**src/rtl/uart_csr_pkg.sv**
```systemverilog
`default_nettype none

package uart_csr_pkg;

  // Register byte address on the AXI4-Lite port
  typedef logic [3:0] addr_t;

  // One register word
  typedef logic [31:0] reg_t;

  // AXI response code
  typedef logic [1:0] resp_t;

  localparam resp_t RESP_OKAY   = 2'b00;
  localparam resp_t RESP_SLVERR = 2'b10;

  // Write only, starts a transmit
  localparam addr_t ADDR_TXDATA  = 4'h0;

  // Read only, a read clears rx_valid, overrun and frame_err
  localparam addr_t ADDR_RXDATA  = 4'h4;

  // Read only, {frame_err, overrun, rx_valid, tx_busy} in bits 3:0
  localparam addr_t ADDR_STATUS  = 4'h8;

  // Read and write, lower 16 bits hold the baud divisor
  localparam addr_t ADDR_DIVISOR = 4'hC;

endpackage

`default_nettype wire

```
**src/rtl/uart_pkg.sv**
```systemverilog
`default_nettype none

package uart_pkg;

  // One serial character
  typedef logic [7:0] data_t;

  // Position inside a bit cell of 16 oversample ticks
  typedef logic [3:0] tick_cnt_t;

  // Data bit index within a frame
  typedef logic [3:0] bit_cnt_t;

  // Baud divisor in sys_clk cycles per oversample tick
  typedef logic [15:0] div_t;

  localparam tick_cnt_t TICK_LAST = 4'd15;
  localparam tick_cnt_t TICK_MID  = 4'd7;
  localparam bit_cnt_t  LAST_BIT  = 4'd7;

  typedef enum logic [1:0] {
    x_idle,
    x_start,
    x_data,
    x_stop
  } xmit_state_t;

  typedef enum logic [1:0] {
    r_idle,
    r_start,
    r_data,
    r_stop
  } rcv_state_t;

endpackage

`default_nettype wire
```
**src/rtl/uart_top.sv**
```systemverilog
`default_nettype none

module uart_top
  import uart_pkg::*;
  import uart_csr_pkg::*;
#(
  parameter div_t DIV_RESET = 16'd4
) (
  input  logic  sys_clk,
  input  logic  sys_rst_l,
  input  addr_t awaddr,
  input  logic  awvalid,
  output logic  awready,
  input  reg_t  wdata,
  input  logic  wvalid,
  output logic  wready,
  output resp_t bresp,
  output logic  bvalid,
  input  logic  bready,
  input  addr_t araddr,
  input  logic  arvalid,
  output logic  arready,
  output reg_t  rdata,
  output resp_t rresp,
  output logic  rvalid,
  input  logic  rready,
  output logic  txd,
  input  logic  rxd
);

  logic  tick;
  logic  tx_start;
  logic  tx_busy;
  logic  rx_strobe;
  logic  rx_frame_err;
  data_t tx_data;
  data_t rx_data;
  div_t  div;

  uart_csr #(
    .DIV_RESET (DIV_RESET)
  ) uart_csr_inst (
    .sys_clk      (sys_clk),
    .sys_rst_l    (sys_rst_l),
    .awaddr       (awaddr),
    .awvalid      (awvalid),
    .awready      (awready),
    .wdata        (wdata),
    .wvalid       (wvalid),
    .wready       (wready),
    .bresp        (bresp),
    .bvalid       (bvalid),
    .bready       (bready),
    .araddr       (araddr),
    .arvalid      (arvalid),
    .arready      (arready),
    .rdata        (rdata),
    .rresp        (rresp),
    .rvalid       (rvalid),
    .rready       (rready),
    .tx_start     (tx_start),
    .tx_data      (tx_data),
    .tx_busy      (tx_busy),
    .rx_data      (rx_data),
    .rx_strobe    (rx_strobe),
    .rx_frame_err (rx_frame_err),
    .div          (div)
  );

  uart_baud_gen uart_baud_gen_inst (
    .sys_clk   (sys_clk),
    .sys_rst_l (sys_rst_l),
    .div       (div),
    .tick      (tick)
  );

  uart_xmit uart_xmit_inst (
    .sys_clk   (sys_clk),
    .sys_rst_l (sys_rst_l),
    .tick      (tick),
    .tx_start  (tx_start),
    .tx_data   (tx_data),
    .txd       (txd),
    .tx_busy   (tx_busy)
  );

  uart_rcv uart_rcv_inst (
    .sys_clk      (sys_clk),
    .sys_rst_l    (sys_rst_l),
    .tick         (tick),
    .rxd          (rxd),
    .rx_data      (rx_data),
    .rx_strobe    (rx_strobe),
    .rx_frame_err (rx_frame_err)
  );

endmodule

`default_nettype wire

```
**src/rtl/uart_csr.sv**
```systemverilog
`default_nettype none

module uart_csr
  import uart_pkg::*;
  import uart_csr_pkg::*;
#(
  parameter div_t DIV_RESET = 16'd4
) (
  input  logic  sys_clk,
  input  logic  sys_rst_l,
  input  addr_t awaddr,
  input  logic  awvalid,
  output logic  awready,
  input  reg_t  wdata,
  input  logic  wvalid,
  output logic  wready,
  output resp_t bresp,
  output logic  bvalid,
  input  logic  bready,
  input  addr_t araddr,
  input  logic  arvalid,
  output logic  arready,
  output reg_t  rdata,
  output resp_t rresp,
  output logic  rvalid,
  input  logic  rready,
  output logic  tx_start,
  output data_t tx_data,
  input  logic  tx_busy,
  input  data_t rx_data,
  input  logic  rx_strobe,
  input  logic  rx_frame_err,
  output div_t  div
);

  logic  wr_acc;
  logic  rd_acc;
  logic  wr_ok;
  logic  rd_ok;
  logic  rd_rxdata;
  logic  rx_load;
  logic  rx_valid;
  logic  overrun;
  logic  frame_err;
  data_t rx_hold;
  reg_t  rd_word;

  assign wr_acc    = awready && awvalid && wready && wvalid;
  assign rd_acc    = arready && arvalid;
  assign rd_rxdata = rd_acc && (araddr == ADDR_RXDATA);

  // A byte read out in this same cycle frees the holding register
  assign rx_load = rx_strobe && !rx_frame_err && !(rx_valid && !rd_rxdata);

  always_comb begin
    case (awaddr)
      ADDR_TXDATA:  wr_ok = !tx_busy && !tx_start;
      ADDR_DIVISOR: wr_ok = 1'b1;
      default:      wr_ok = 1'b0;
    endcase
  end

  always_comb begin
    rd_ok   = 1'b1;
    rd_word = '0;
    case (araddr)
      ADDR_RXDATA:  rd_word = reg_t'(rx_hold);
      ADDR_STATUS:  rd_word = reg_t'({frame_err, overrun, rx_valid, tx_busy});
      ADDR_DIVISOR: rd_word = reg_t'(div);
      default:      rd_ok   = 1'b0;
    endcase
  end

  always_ff @(posedge sys_clk or negedge sys_rst_l) begin
    if (!sys_rst_l) begin
      awready   <= 1'b0;
      wready    <= 1'b0;
      bvalid    <= 1'b0;
      arready   <= 1'b0;
      rvalid    <= 1'b0;
      tx_start  <= 1'b0;
      div       <= DIV_RESET;
      rx_valid  <= 1'b0;
      overrun   <= 1'b0;
      frame_err <= 1'b0;
    end else begin
      // Both ready lines pulse together and wait out a pending response
      awready  <= awvalid && wvalid && !bvalid && !awready;
      wready   <= awvalid && wvalid && !bvalid && !awready;
      arready  <= arvalid && !rvalid && !arready;
      tx_start <= 1'b0;

      if (wr_acc) begin
        bvalid <= 1'b1;
      end else if (bready) begin
        bvalid <= 1'b0;
      end

      if (rd_acc) begin
        rvalid <= 1'b1;
      end else if (rready) begin
        rvalid <= 1'b0;
      end

      if (wr_acc && wr_ok) begin
        if (awaddr == ADDR_TXDATA) begin
          tx_start <= 1'b1;
        end else begin
          div <= wdata[15:0];
        end
      end

      if (rd_rxdata) begin
        rx_valid  <= 1'b0;
        overrun   <= 1'b0;
        frame_err <= 1'b0;
      end

      if (rx_strobe) begin
        if (rx_frame_err) begin
          frame_err <= 1'b1;
        end else if (rx_load) begin
          rx_valid <= 1'b1;
        end else begin
          overrun <= 1'b1;
        end
      end
    end
  end

  always_ff @(posedge sys_clk) begin
    if (wr_acc) begin
      bresp <= wr_ok ? RESP_OKAY : RESP_SLVERR;
    end
    if (wr_acc && wr_ok && awaddr == ADDR_TXDATA) begin
      tx_data <= wdata[7:0];
    end
    if (rd_acc) begin
      rdata <= rd_word;
      rresp <= rd_ok ? RESP_OKAY : RESP_SLVERR;
    end
    if (rx_load) begin
      rx_hold <= rx_data;
    end
  end

endmodule

`default_nettype wire

```
**src/rtl/uart_rcv.sv**
```systemverilog
`default_nettype none

module uart_rcv
  import uart_pkg::*;
(
  input  logic  sys_clk,
  input  logic  sys_rst_l,
  input  logic  tick,
  input  logic  rxd,
  output data_t rx_data,
  output logic  rx_strobe,
  output logic  rx_frame_err
);

  rcv_state_t state;
  tick_cnt_t  tick_cnt;
  bit_cnt_t   bit_cnt;
  data_t      shift_reg;
  logic       rxd_meta;
  logic       rxd_sync;
  logic       cell_last;

  assign cell_last = tick && (tick_cnt == TICK_LAST);
  assign rx_data   = shift_reg;

  // The line idles high, so the synchronizer resets to 1
  always_ff @(posedge sys_clk or negedge sys_rst_l) begin
    if (!sys_rst_l) begin
      rxd_meta <= 1'b1;
      rxd_sync <= 1'b1;
    end else begin
      rxd_meta <= rxd;
      rxd_sync <= rxd_meta;
    end
  end

  always_ff @(posedge sys_clk or negedge sys_rst_l) begin
    if (!sys_rst_l) begin
      state        <= r_idle;
      tick_cnt     <= '0;
      bit_cnt      <= '0;
      rx_strobe    <= 1'b0;
      rx_frame_err <= 1'b0;
    end else begin
      rx_strobe <= 1'b0;
      case (state)
        r_idle: begin
          tick_cnt <= '0;
          bit_cnt  <= '0;
          if (tick && !rxd_sync) begin
            state <= r_start;
          end
        end

        // Confirm the start bit at its middle, otherwise it was a glitch
        r_start: begin
          if (tick) begin
            if (tick_cnt == TICK_MID) begin
              tick_cnt <= '0;
              state    <= rxd_sync ? r_idle : r_data;
            end else begin
              tick_cnt <= tick_cnt + 1'b1;
            end
          end
        end

        r_data: begin
          if (tick) begin
            tick_cnt <= tick_cnt + 1'b1;
          end
          if (cell_last) begin
            bit_cnt <= bit_cnt + 1'b1;
            if (bit_cnt == LAST_BIT) begin
              state <= r_stop;
            end
          end
        end

        r_stop: begin
          if (tick) begin
            tick_cnt <= tick_cnt + 1'b1;
          end
          if (cell_last) begin
            rx_strobe    <= 1'b1;
            rx_frame_err <= !rxd_sync;
            state        <= r_idle;
          end
        end

        default: begin
          state <= r_idle;
        end
      endcase
    end
  end

  always_ff @(posedge sys_clk) begin
    if (state == r_data && cell_last) begin
      shift_reg <= {rxd_sync, shift_reg[7:1]};
    end
  end

endmodule

`default_nettype wire

```
**src/rtl/uart_xmit.sv**
```systemverilog
`default_nettype none

module uart_xmit
  import uart_pkg::*;
(
  input  logic  sys_clk,
  input  logic  sys_rst_l,
  input  logic  tick,
  input  logic  tx_start,
  input  data_t tx_data,
  output logic  txd,
  output logic  tx_busy
);

  xmit_state_t state;
  tick_cnt_t   tick_cnt;
  bit_cnt_t    bit_cnt;
  data_t       shift_reg;
  logic        cell_first;
  logic        cell_last;

  // A cell begins on the tick with count 0 and ends on the tick with count 15
  assign cell_first = tick && (tick_cnt == '0);
  assign cell_last  = tick && (tick_cnt == TICK_LAST);

  always_ff @(posedge sys_clk or negedge sys_rst_l) begin
    if (!sys_rst_l) begin
      state    <= x_idle;
      tick_cnt <= '0;
      bit_cnt  <= '0;
      txd      <= 1'b1;
      tx_busy  <= 1'b0;
    end else begin
      case (state)
        x_idle: begin
          tick_cnt <= '0;
          bit_cnt  <= '0;
          if (tx_start) begin
            state   <= x_start;
            tx_busy <= 1'b1;
          end
        end

        x_start: begin
          if (cell_first) begin
            txd <= 1'b0;
          end
          if (tick) begin
            tick_cnt <= tick_cnt + 1'b1;
          end
          if (cell_last) begin
            state <= x_data;
          end
        end

        x_data: begin
          if (cell_first) begin
            txd <= shift_reg[0];
          end
          if (tick) begin
            tick_cnt <= tick_cnt + 1'b1;
          end
          if (cell_last) begin
            bit_cnt <= bit_cnt + 1'b1;
            if (bit_cnt == LAST_BIT) begin
              state <= x_stop;
            end
          end
        end

        x_stop: begin
          if (cell_first) begin
            txd <= 1'b1;
          end
          if (tick) begin
            tick_cnt <= tick_cnt + 1'b1;
          end
          // The next start bit can only begin a full cell after this one did
          if (cell_last) begin
            state   <= x_idle;
            tx_busy <= 1'b0;
          end
        end

        default: begin
          state <= x_idle;
        end
      endcase
    end
  end

  // Data leaves LSB first, one shift at the start of each data cell
  always_ff @(posedge sys_clk) begin
    if (state == x_idle && tx_start) begin
      shift_reg <= tx_data;
    end else if (state == x_data && cell_first) begin
      shift_reg <= shift_reg >> 1;
    end
  end

endmodule

`default_nettype wire

```
**src/rtl/uart_baud_gen.sv**
```systemverilog
`default_nettype none

module uart_baud_gen
  import uart_pkg::*;
(
  input  logic sys_clk,
  input  logic sys_rst_l,
  input  div_t div,
  output logic tick
);

  div_t cnt;
  div_t div_eff;

  // A divisor of 0 behaves like 1 so the tick never stalls
  assign div_eff = (div == '0) ? div_t'(1) : div;

  always_ff @(posedge sys_clk or negedge sys_rst_l) begin
    if (!sys_rst_l) begin
      cnt  <= '0;
      tick <= 1'b0;
    end else if (cnt == '0) begin
      cnt  <= div_eff - 1'b1;
      tick <= 1'b1;
    end else begin
      cnt  <= cnt - 1'b1;
      tick <= 1'b0;
    end
  end

endmodule

`default_nettype wire

```
**config.mk**
```make
export PLATFORM = sky130hd
export DESIGN_NAME = uart_top
export DESIGN_NICKNAME = d
export VERILOG_FILES = /design/src/rtl/uart_csr_pkg.sv /design/src/rtl/uart_pkg.sv /design/src/rtl/uart_top.sv /design/src/rtl/uart_csr.sv /design/src/rtl/uart_rcv.sv /design/src/rtl/uart_xmit.sv /design/src/rtl/uart_baud_gen.sv
export SDC_FILE = /design/constraint.sdc
export NUM_CORES = 1
export LEC_CHECK = 0
export BUFFER_PORTS_ARGS = -buffer_cell sky130_fd_sc_hd__buf_4
export CAP_MARGIN = 0
export CORE_UTILIZATION = 26
export CTS_CLUSTER_SIZE = 10
export DETAILED_ROUTE_END_ITERATION = 8
export PLACE_DENSITY = 0.44
export RECOVER_POWER = 50
export SYNTH_ARGS = -nofsm -noshare
export SYNTH_HDL_FRONTEND = slang
export SYNTH_SLANG_ARGS = --single-unit
```
**constraint.sdc**
```tcl
create_clock -name sys_clk -period 8.8 [get_ports sys_clk]
set_clock_uncertainty 0.15 [all_clocks]
set_input_delay 0.88 -clock sys_clk [delete_from_list [all_inputs] [get_ports sys_clk]]
set_output_delay 0.88 -clock sys_clk [all_outputs]
set_load 0.02 [all_outputs]
```
## After elaboration in Yosys (flattened, before gate mapping)

Cells that the tools add are included.

| word-level totals | value |
|---|---|
| flip-flop bits (word level) | 135 |
| bits of input ports | 48 |
| output and inout bits | 42 |
| word-level logic and storage cells | 186 |

| cells by class | value |
|---|---|
| $add $sub $neg | 6 |
| eq/ne operators | 31 |
| multiplexer cells | 60 |
| bitwise gates (word level) | 1 |
| reductions and logical operators | 58 |

Operators by type and width:

| operator | count |
|---|---|
| 16-bit one-hot mux with 3 select lines | 1 |
| 16-bit logical NOT | 2 |
| 16-bit two-way mux | 2 |
| 16-bit by 1-bit subtractor with 16-bit output, second input constant | 2 |
| 2-bit two-way mux | 14 |
| 2-bit by 1-bit != test with 1-bit output, second input constant | 14 |
| 1-bit two-way mux | 26 |
| 4-bit two-way mux | 6 |
| 4-bit one-hot mux with 2 select lines | 3 |
| 1-bit logical AND | 23 |
| 4-bit equality test, second input constant | 5 |
| 4-bit by 1-bit adder with 4-bit output, second input constant | 4 |
| 4-bit by 3-bit equality test with 1-bit output, second input constant | 4 |
| 8-bit two-way mux | 2 |
| 2-bit one-hot mux with 4 select lines | 2 |
| 4-bit one-hot mux with 3 select lines | 1 |
| 2-bit nonzero test | 6 |
| 1-bit logical NOT | 10 |
| 2-bit AND reduction | 5 |
| 2-bit equality test, second input constant | 4 |
| 4-bit logical NOT | 2 |
| 6-bit AND reduction | 1 |
| 3-bit OR reduction | 2 |
| 5-bit AND reduction | 1 |
| other kinds (10) | 14 |

## Logic depth before layout (Yosys ltp)

Gate-level depths: netlist of run 1.

| depth | value |
|---|---|
| depth in word-level cells | 9 |
| gate-level depth with buffers | 13 |
| depth with buffers taken out | 11 |

## Hierarchy

From an unflattened synthesis of run 1, not the netlist that was laid out.

| second synthesis, totals | value |
|---|---|
| cells, all modules | 450 |
| area total of the unflattened synthesis | 5605.4 sq um |

By module, submodules not included:

| module | times used | cells an instance | area an instance (sq um) | seq. area each (sq um) |
|---|---|---|---|---|
| uart_csr | 1 | 155 | 2333.5 | 1622.8 |
| uart_baud_gen | 1 | 126 | 1231.2 | 425.4 |
| uart_xmit | 1 | 88 | 1073.5 | 541.8 |
| uart_rcv | 1 | 81 | 967.2 | 593.1 |

## Worst setup path after synthesis of run 1

Ideal clock, no wire load.

| timing path | value |
|---|---|
| path type | register to register |
| from | register uart_baud_gen_inst.cnt[3] |
| to | register uart_baud_gen_inst.cnt[12] |
| library setup time | 127 ps |
| arrival time | 2585 ps |
| required time | 8523 ps |
| slack | 5938 ps |
| cell stages (with the launch flop) | 14 |
| buffers on the path | 2 |
| period minus slack after synthesis | 2862 ps |
| path through | dfrtp_1 > clkbuf_1 > nor4_1 > and3_1 > nand2_1 > inv_1 > buf_2 > a21oi_1 > ha_1 > nor2b_1 > o311ai_4 > nor3_1 > o211ai_2 > xor2_1 |

| on the way | value |
|---|---|
| cells in the longest elaborated chain, start to end | 2 |
| elaborated cells between the ends (all ways) | 3 |
| those cells by class | add/sub (1); mux (1); reduce/logical (1) |

Ends and longest elaborated chain:

| item | line | text |
|---|---|---|
| from (decl) | uart_baud_gen.sv:12 | `div_t cnt;` |
| from (signal assigned) | uart_baud_gen.sv:23 | `cnt <= div_eff - 1'b1;` |
| from (signal assigned) | uart_baud_gen.sv:26 | `cnt <= cnt - 1'b1;` |
| 16-bit by 1-bit subtractor with 16-bit output or 16-bit logical NOT (tied branches) | uart_baud_gen.sv:26, uart_baud_gen.sv:22 |  |
| 16-bit two-way mux * | uart_baud_gen.sv:22 | `end else if (cnt == '0) begin` |

Every way passes the cells marked *; elsewhere a longest branch is shown, timed or not.
A chain may end at the register's enable or synchronous reset.

==> results of run 1 <==
## through the flow
stage / util (%) / setup slack, ps / instances
floorplan: - / 5938 / 480
global placement: 29.71 / 5267 / 774
detailed placement: 29.71 / 5210 / 774
CTS: 32.66 / 5150 / 806
global route: 32.46 / 3740 / 806
finish: 32.46 / 4672 / 806
## routing by layer
| layer | wire (um) | up-vias |
|---|---|---|
| met5 | 0 | - |
| met4 | 200 | 0 |
| met3 | 528 | 14 |
| met2 | 5976 | 75 |
| met1 | 5471 | 1823 |
| li1 | - | 1767 |
## power breakdown
part           total, mW  internal [mW]  switching [mW]
clock              0.695          0.455           0.241
sequential         0.611          0.590          0.0205
combinational      0.140         0.0510          0.0889
total               1.45           1.10           0.350
## worst paths after layout
| kind | to | slack, ps |
|---|---|---|
| setup / recovery | uart_csr_inst.rvalid | 4670 |
| hold / removal | uart_rcv_inst.rxd_sync | 210 |
| setup reg to reg | uart_baud_gen_inst.cnt[14] | 5140 |
| hold reg to reg | uart_rcv_inst.rxd_sync | 210 |
| max in group sys_clk | uart_baud_gen_inst.cnt[14] | 5140 |
| min in group asynchronous | uart_xmit_inst.bit_cnt[2] | 1660 |
## synth_stat cells (10+ instances only)
cell type	n	share of area, %
edfxtp_1	50	28
nor3_1	18	1.7
dfrtp_1	63	29
ha_1	10	2.3
a21oi_1	18	1.7
buf_4	20	2.8
o21ai_0	20	1.8
inv_1	17	1.2
and2_1	10	1.2
nand2_1	38	2.6
mux2_2	28	5.8
nor2_1	40	2.8
## area by class of cell
cell class | instances | area, sq um | area share [%]
clock buffer | 24 | 503.0 | 7.609
sequential | 117 | 3183 | 48.15
clock inverter | 8 | 97.59 | 1.476
inverter | 17 | 63.81 | 0.9654
timing repair buffer | 55 | 371.6 | 5.622
tap | 270 | 337.8 | 5.111
multi-input combinational | 315 | 2053 | 31.06
## kinds of logic (layout without fill, tap and decap cells)
logic type / Yosys count / count (layout) / share of synthesized area (%)
adder cells (fa/ha/maj): 10 / 10 / 2.305
AND/OR/NAND/NOR: 158 / 158 / 14.84
XOR/XNOR: 13 / 13 / 2.097
multiplexers: 34 / 34 / 6.914
buffers and inverters: 48 / 104 / 4.724
other: 1 / 18 / 0.06907
flip-flops: 117 / 117 / 58.63
AO/OA/AOI/OAI: 82 / 82 / 10.42
==> impl_results.md, run 1 <==
- Status: complete, but fails checks
- Failing checks: max-capacitance violations, max-slew violations
- Cells on Worst Hold Path: 0
- Buffers on Ports: 55
- CTS Hold Bufs: 0
- Num rows: 52
- Distinct cells, synth: 55
- Post-CTS Setup Bufs: 0
- Sequential-to-total area share from yosys stat: 58.63%
- Critical Path RT: 8270 ps
- Die Width: 146.5 um
- Via density per instance: 4.565
- M3 GR Usage: 3.719%
- Boundary Pins: 90
- Detailed-router iteration count before antenna repair: 5
- Global route overflow: 0
- Crit-path max FO: 67
- DRT iter0 DRCs: 226
- Average cell area after synthesis: 11.73 sq um
- Most frequent cells in the layout: dfrtp_1 (63), edfxtp_1 (50), nor2_1 (40), buf_4 (40), nand2_1 (38)
- CTS sink count: 117
- Commonest non-fill, non-tap cell in the layout: dfrtp_1
- CP max stage delay: 2650 ps
- Min Tclk post-route: 4128 ps
- Drt wl/cell: 15.11 um
- CP delay by family, top: buffers and inverters
- # H-tree levels: 4
- Tot GR Track Use: 12.13%
- Final net count: 581
- CTS Buf Count: 17
- Diodes inserted: 0
- Crit Path Class: in2async
- First-pass GRT wire length: 19,650 um
- Skew-Pair Late Insertion Delay: 410 ps
- Post-synthesis register bit count: 117
- Pwr dens: 218.8 nW/um^2
- Global routing's busiest layer: met2
- Worst hold path class: reg2reg
- Die Y: 146.5 um
- Critical Path Source: sys_rst_l
- Initial Util: 26.66%
- Worst-Margin Slew: 3853 ps
- Met2 Resource Use GR: 19.57%
- Final Hold Vio Count: 0
- Final period util: 46.91%
- Main synth FF type: dfrtp_1
- Drt drc: 0
- TritonCTS clock tree: yes
- Final Cell Area: 6610 sq um
- Slew Viols, Final: 68
- Core Area: 20,360 sq um
- Crit-path cells: clkbuf_1
- Final Power: 1.446 mW
- Cell with the largest stage delay on the worst path: clkbuf_1
- Placed inst area: 6051 sq um
- Worst r2r path cells: 11
- Cell count after synthesis: 463
- GRT met1 Usage: 14.90%
- Initial antenna violation count: 0
- Setup TNS: 0 ps
- Max_slew headroom: -156.9%
- Post-DP HPWL: 8563 um
- CTS clk-pin slew, worst paths: 50 ps
- Worst setup EP type: asynchronous set/reset pin
- Leakage power: 2.704 nW
- Max Cap Viol: 1
- Worst hold margin: 210.0 ps
- CTS Buffer Depth: 2
- Antenna-violating nets left: 0
- Total length of routed wires: 12,180 um
- Max Fclk: 242.3 MHz
- Regs by FF count: uart_baud_gen_inst.cnt x16, uart_csr_inst.div x16, uart_csr_inst.rdata x16
- Root Buffer: clkbuf_16
- Share of synthesized registers carrying an async set or reset: 57.26%
- Layout cell share with drive strength beyond 1: 21.08%
- Critical path startpoint category: input port
- Critical Path Stages: 1
- Yosys warnings: 0
- Synthesized area: 5429 sq um
- Die area: 21,460 sq um
- EDFF count, synth: 50
- GP Congestion: 0.7512
- Fill cells: 2,031
- Buf+Inv Stages, Crit Path: 1
- Largest net degree at the start of global routing: 68
- Min-Delay Startpoint: uart_rcv_inst.rxd_meta
- Peak supply drop: 0.1333 mV
- RSZ-0062 raised after global routing: no
- Reg2Reg Launch Point: uart_baud_gen_inst.cnt[10]
- Final setup vio count: 0
- Vias in the first global route: 3,621
- PostCTS Resize Cnt: 0
- Data arrival, critical path: 3600 ps
- Vias: 3,679
- Layout area overhead: 21.76%
Note: power is estimated with default switching activity, not from simulation.
==> run 2, diff against run 1 <==
==> constraint.sdc (replaced) <==
create_clock -name sys_clk -period 3.95 [get_ports sys_clk]
set_clock_uncertainty 0.15 [all_clocks]
set_input_delay 0.395 -clock sys_clk [delete_from_list [all_inputs] [get_ports sys_clk]]
set_output_delay 0.395 -clock sys_clk [all_outputs]
set_load 0.02 [all_outputs]
==> run 2 against run 1 <==
  * The run still ends with max-capacitance violations, max-slew violations left
  * Global-route usage decreased by 0.11 points
  * Largest cell class unchanged
  * Highest routed layer is now met5
  * Routed wire length shrank 0.77%
  * Register-to-register slack got worse by 4200 ps
  * Die area unchanged
  * Sequential power up 120%
  * Worst hold slack got worse by 180 ps
==> impl_results.md, run 2 (synthesized netlist as in run 1, its figures left out) <==
- Failing checks: max-capacitance violations, max-slew violations
- Final Power: 3.281 mW
- Fill cells: 2,061
- Total length of routed wires: 12,080 um
- Post-DP HPWL: 8609 um
- Commonest non-fill, non-tap cell in the layout: dfrtp_1
- Layout area overhead: 21.62%
- Vias: 3,669
- Die Y: 146.5 um
- CTS Buffer Depth: 2
- Final net count: 586
- Max Fclk: 327.4 MHz
- PostCTS Resize Cnt: 0
- Critical path startpoint category: flop
- CTS sink count: 117
- Crit-path max FO: 9
- Layout cell share with drive strength beyond 1: 17.74%
- Drt drc: 0
- Tot GR Track Use: 12.02%
- Post-layout util: 32.42%
- Skew-Pair Late Insertion Delay: 420 ps
- Setup TNS: 0 ps
- CTS Buf Count: 17
- TritonCTS clock tree: yes
- Pwr dens: 497.0 nW/um^2
- DRT iter0 DRCs: 235
- Vias in the first global route: 3,687
- Data arrival, critical path: 3170 ps
- Final setup vio count: 0
- GP Congestion: 0.7685
- Min Tclk post-route: 3054 ps
- Crit-path cells: or4_4 > nor3_2 > nand2_1 > inv_1 > a21oi_1 > ha_1 > nor2b_1 > o311ai_4 > nor4_1 > a211oi_1 > a211oi_1
- Seq. cell area: 3183 sq um
- Worst hold path class: in2reg
- Num rows: 52
- Core Area: 20,360 sq um
- Crit Path Class: reg2reg
- First-pass GRT wire length: 19,590 um
- Initial Util: 26.66%
- Regs by FF count: uart_baud_gen_inst.cnt x16, uart_csr_inst.div x16, uart_csr_inst.rdata x16
- Final Hold Vio Count: 0
- Worst-Margin Slew: 1812 ps
- Buffers on Ports: 55
- Max Cap Viol: 1
- Diodes inserted: 0
- Drt wl/cell: 14.90 um
- Die Width: 146.5 um
- # H-tree levels: 4
- Global route overflow: 0
- Initial antenna violation count: 1
- Placed inst area: 6058 sq um
- Peak supply drop: 0.3075 mV
- Slew Viols, Final: 68
- Multi-input logic area: 2053 sq um
- Die area: 21,460 sq um
- Critical Path RT: 4070 ps
- RSZ-0062 raised after global routing: no
- Most frequent cells in the layout: dfrtp_1 (63), edfxtp_1 (50), nor2_1 (40)
- Status: complete, but fails checks
- Leakage power: 2.661 nW
- Root Buffer: clkbuf_16
- Most used cell, CP: a211oi_1
- Antenna-violating nets left: 0
- Worst setup EP type: flop
- Detailed-router iteration count before antenna repair: 4
- Final period util: 77.32%
- Largest net degree at the start of global routing: 68
- CP max stage delay: 590 ps
- Via density per instance: 4.524
- CTS clk-pin slew, worst paths: 50 ps
- Final Cell Area: 6603 sq um
- Max_slew headroom: -20.79%
- Boundary Pins: 90
- Cell with the largest stage delay on the worst path: or4_4
## run 2: power breakdown
part | leakage (nW) | internal, mW | switching (mW)
registers | 1.31 | 1.31 | 0.0462
clock network | 0.301 | 1.06 | 0.547
logic | 1.05 | 0.108 | 0.200
## run 2: worst paths after layout
| check | slack [ps] | start | cells past startpoint | to |
|---|---|---|---|---|
| min in group asynchronous | 860 | sys_rst_l | 2 | uart_xmit_inst.bit_cnt[1] |
| max | 900 | uart_baud_gen_inst.cnt[11] | 11 | uart_baud_gen_inst.cnt[14] |
| max in group asynchronous | 1710 | sys_rst_l | 2 | uart_csr_inst.div[8] |
| min reg2reg | 210 | uart_rcv_inst.rxd_meta | 0 | uart_rcv_inst.rxd_sync |
| min | 30 | rready | 2 | uart_csr_inst.rvalid |
| max reg2reg | 900 | uart_baud_gen_inst.cnt[11] | 11 | uart_baud_gen_inst.cnt[14] |
## run 2: metal layers
layer  routed length (um)  track usage, %  vias to the layer above
met1                 5483           14.73                     1817
met5                   11               0                        -
met2                 5946           19.10                       49
li1                     -               -                     1788
met4                  148           4.896                        2
met3                  491           4.375                       13
## run 2: timing repair
item / 4_1_cts / 5_1_grt
setup buffers: 0 / 0
hold buffers: 3 / 1
hold endpoints to repair: 19 / 1
## run 2: area by class of cell
type                    instances  area share (%)
clock buffers                  18           6.652
clock inverters                14           2.786
repair buffers                 60           5.173
well taps                     270           5.117
multi-input cells             315           31.10
inverters                      17          0.9665
flip-flops and latches        117           48.21
## run 2: metrics by stage
stage	hold slack [ps]	setup slack [ps]	instances
CTS	2.240	885.4	810
global placement	196.3	918.7	775
detailed placement	198.7	898.8	775
floorplan	-50.59	1088	480
finish	27.52	895.8	811
global route	20.60	635.8	811
## run 2: worst max-delay path, delay by kind of cell, from the launching register on
family	cells	cell delay, ps
buffers and inverters	1	160
and+or+nand+nor	5	1440
AOI/OAI and AO/OA	4	500
DFF	1	420
adders and majority gates	1	250
==> run 3, diff against run 2 <==
--- a/config.mk
+++ b/config.mk
@@ -5,12 +5,13 @@
 export SDC_FILE = /design/constraint.sdc
 export NUM_CORES = 1
 export LEC_CHECK = 0
+export ABC_AREA = 1
 export BUFFER_PORTS_ARGS = -buffer_cell sky130_fd_sc_hd__buf_4
 export CAP_MARGIN = 0
 export CORE_UTILIZATION = 26
 export CTS_CLUSTER_SIZE = 10
 export DETAILED_ROUTE_END_ITERATION = 8
-export PLACE_DENSITY = 0.44
+export PLACE_DENSITY = 0.46
 export RECOVER_POWER = 50
 export SYNTH_ARGS = -nofsm -noshare
 export SYNTH_HDL_FRONTEND = slang
==> constraint.sdc (replaced) <==
create_clock -name sys_clk -period 2.7 [get_ports sys_clk]
set_clock_uncertainty 0.15 [all_clocks]
set_input_delay 0.27 -clock sys_clk [delete_from_list [all_inputs] [get_ports sys_clk]]
set_output_delay 0.27 -clock sys_clk [all_outputs]
set_load 0.02 [all_outputs]
==> run 3 against run 2 <==
  * The flow still finishes with violations (max-capacitance violations, max-slew violations)
  * Critical path depth is 7 lower
  * Final cell count grew 16%
  * Total power is 42% higher
  * Routed wire length hardly changed
  * Maximum frequency grew 36%
  * Sequential share of layout area down 1.1 points
  * Combinational power increased by 62%
  * Critical path type unchanged
  * Critical endpoint is now uart_xmit_inst.shift_reg[5]
  * Highest routed layer is now met4
==> impl_results.md, run 3 <==
- Final period util: 83.26%
- Core Area: 20,300 sq um
- Failing checks: max-capacitance violations, max-slew violations
- CTS sink count: 117
- Detailed-router iteration count before antenna repair: 4
- Antenna-violating nets left: 0
- Average cell area after synthesis: 9.589 sq um
- Final net count: 718
- Commonest cells in the netlist: nand2_1 (112), inv_1 (73), nor2_1 (73)
- Post-DP HPWL: 8479 um
- Share of the synthesized area in the top cell type: 29.25%
- Skew-Pair Late Insertion Delay: 410 ps
- Final setup vio count: 0
- # H-tree levels: 4
- Largest net degree at the start of global routing: 68
- Final Hold Vio Count: 0
- Crit Path Class: reg2reg
- Worst setup EP type: flop
- Max Cap Viol: 1
- Num rows: 52
- Global route overflow: 0
- Buffers on Ports: 55
- Initial antenna violation count: 0
- PostCTS Resize Cnt: 0
- Crit-path max FO: 8
- Boundary Pins: 90
- CTS clk-pin slew, worst paths: 60 ps
- Cell with the largest stage delay on the worst path: o21ai_0
- Vias in the first global route: 3,963
- Setup TNS: 0 ps
- Share of synthesized registers carrying an async set or reset: 57.26%
- TritonCTS clock tree: yes
- Diodes inserted: 0
- CP max stage delay: 840 ps
- Regs by FF count: uart_baud_gen_inst.cnt x16, uart_csr_inst.div x16, uart_csr_inst.rdata x16
- Vias: 3,959
- Pwr dens: 687.6 nW/um^2
- Cell count after synthesis: 562
- EDFF count, synth: 50
- Count leader, synth: nand2_1
- Setup WS pre-CTS: 417.6 ps
- Sequential-to-total area share from yosys stat: 59.07%
- Crit-path cells: inv_1 > ha_1 > inv_1 > o21ai_0
- Initial Util: 26.55%
- Cell taking the most area after synthesis: dfrtp_1
- Min Tclk post-route: 2248 ps
- Critical path startpoint category: flop
- Most frequent cells in the layout: nand2_1 (112), nor2_1 (74), inv_1 (74)
- Leakage power: 2.955 nW
- CTS Buf Count: 17
- Via density per instance: 4.198
- GP Congestion: 0.8063
- Drt wl/cell: 12.82 um
- Yosys warnings: 0
- Peak supply drop: 0.4591 mV
- Worst-Margin Slew: 1796 ps
- Max Fclk: 444.9 MHz
- Tot GR Track Use: 12.05%
- Drt drc: 0
- Layout area overhead: 25.40%
- Post-synthesis register bit count: 117
- Worst hold path class: in2reg
- Max_slew headroom: -19.75%
- Synth area leaders: dfrtp_1 (29%), edfxtp_1 (28%), nand2_1 (7.8%), inv_1 (5.1%), nor2_1 (5.1%)
- Die Width: 146.0 um
- CTS Buffer Depth: 2
- Slew Viols, Final: 68
- Die Y: 146.0 um
- Critical Path RT: 2580 ps
- Total length of routed wires: 12,090 um
- Main synth FF type: dfrtp_1
- Root Buffer: clkbuf_16
- Most used cell, CP: inv_1
- Synthesized area: 5389 sq um
- Worst setup margin: 452.1 ps
- Layout cell share with drive strength beyond 1: 13.82%
- Data arrival, critical path: 2130 ps
- Distinct cells, synth: 43
- Die area: 21,310 sq um
- First-pass GRT wire length: 19,870 um
- DRT iter0 DRCs: 168
- Status: complete, but fails checks
- Commonest non-fill, non-tap cell in the layout: nand2_1
- RSZ-0062 raised after global routing: no
==> run 3: timing repair <==
action,4_1_cts,5_1_grt
setup buffers,0,0
setup endpoints to repair,0,0
hold endpoints to repair,92,0
hold buffers,24,0
==> run 3: metrics by stage <==
stage               instance area [sq um]  power [mW]  hold WS, ps  std cells  util (%)
global placement                     6083       2.517        197.7        887     29.97
floorplan                            5453       2.353       -175.6        579         -
detailed placement                   6083       2.528        198.4        887     29.97
finish                               6758       4.646        61.05        943     33.29
global route                         6758       4.867        59.24        943     33.29
CTS                                  6887       4.721        45.15        943     33.93
==> run 3: logic make-up after synthesis <==
kind of cell             synth area share, %
AND/OR/NAND/NOR                        21.20
flip-flops                             59.07
buffers and inverters                  8.707
AO/OA/AOI/OAI                          7.152
adder cells (fa/ha/maj)                2.322
XOR/XNOR                               1.300
other                                0.06959
multiplexers                          0.1858
==> run 3: cell type report <==
| type | instances | area [sq um] |
|---|---|---|
| Inverter | 75 | 281.5 |
| Clock buffer | 21 | 460.4 |
| Timing Repair Buffer | 88 | 594.3 |
| Clock inverter | 11 | 102.6 |
| Tap cell | 270 | 337.8 |
| Sequential cell | 117 | 3183 |
| Fill cell | 2103 | 13540 |
| Multi-Input combinational cell | 361 | 1798 |
==> run 3: power by group <==
| group | switching [mW] | total (mW) | internal, mW |
|---|---|---|---|
| clock | 0.828 | 2.14 | 1.31 |
| combinational | 0.323 | 0.498 | 0.175 |
| sequential | 0.0615 | 2.01 | 1.94 |
| total | 1.21 | 4.65 | 3.43 |
==> run 3: path summary, 6_finish.rpt <==
path / from / end / slack [ps] / cells after the start
max: uart_xmit_inst.state[0] / uart_xmit_inst.shift_reg[5] / 450 / 4
min: wvalid / uart_csr_inst.bvalid / 60 / 3
max reg2reg: uart_xmit_inst.state[0] / uart_xmit_inst.shift_reg[5] / 450 / 4
min reg2reg: uart_rcv_inst.rxd_meta / uart_rcv_inst.rxd_sync / 210 / 0
max in group asynchronous: sys_rst_l / uart_baud_gen_inst.cnt[3] / 600 / 2
min in group asynchronous: sys_rst_l / uart_csr_inst.div[12] / 720 / 2
==> run 3: layer usage <==
| layer | track usage [%] | wire length [um] |
|---|---|---|
| met1 | 15.47 | 5779 |
| met2 | 19.26 | 5795 |
| met3 | 3.480 | 388 |
| met4 | 4.368 | 122 |
| met5 | 0 | 0 |
==> run 3: critical path, delay by kind of cell, from the launching register on <==
| kind | cells | cell delay (ps) |
|---|---|---|
| adders and majority gates | 1 | 250 |
| buffers and inverters | 2 | 200 |
| DFF | 1 | 410 |
| AOI/OAI and AO/OA | 1 | 840 |
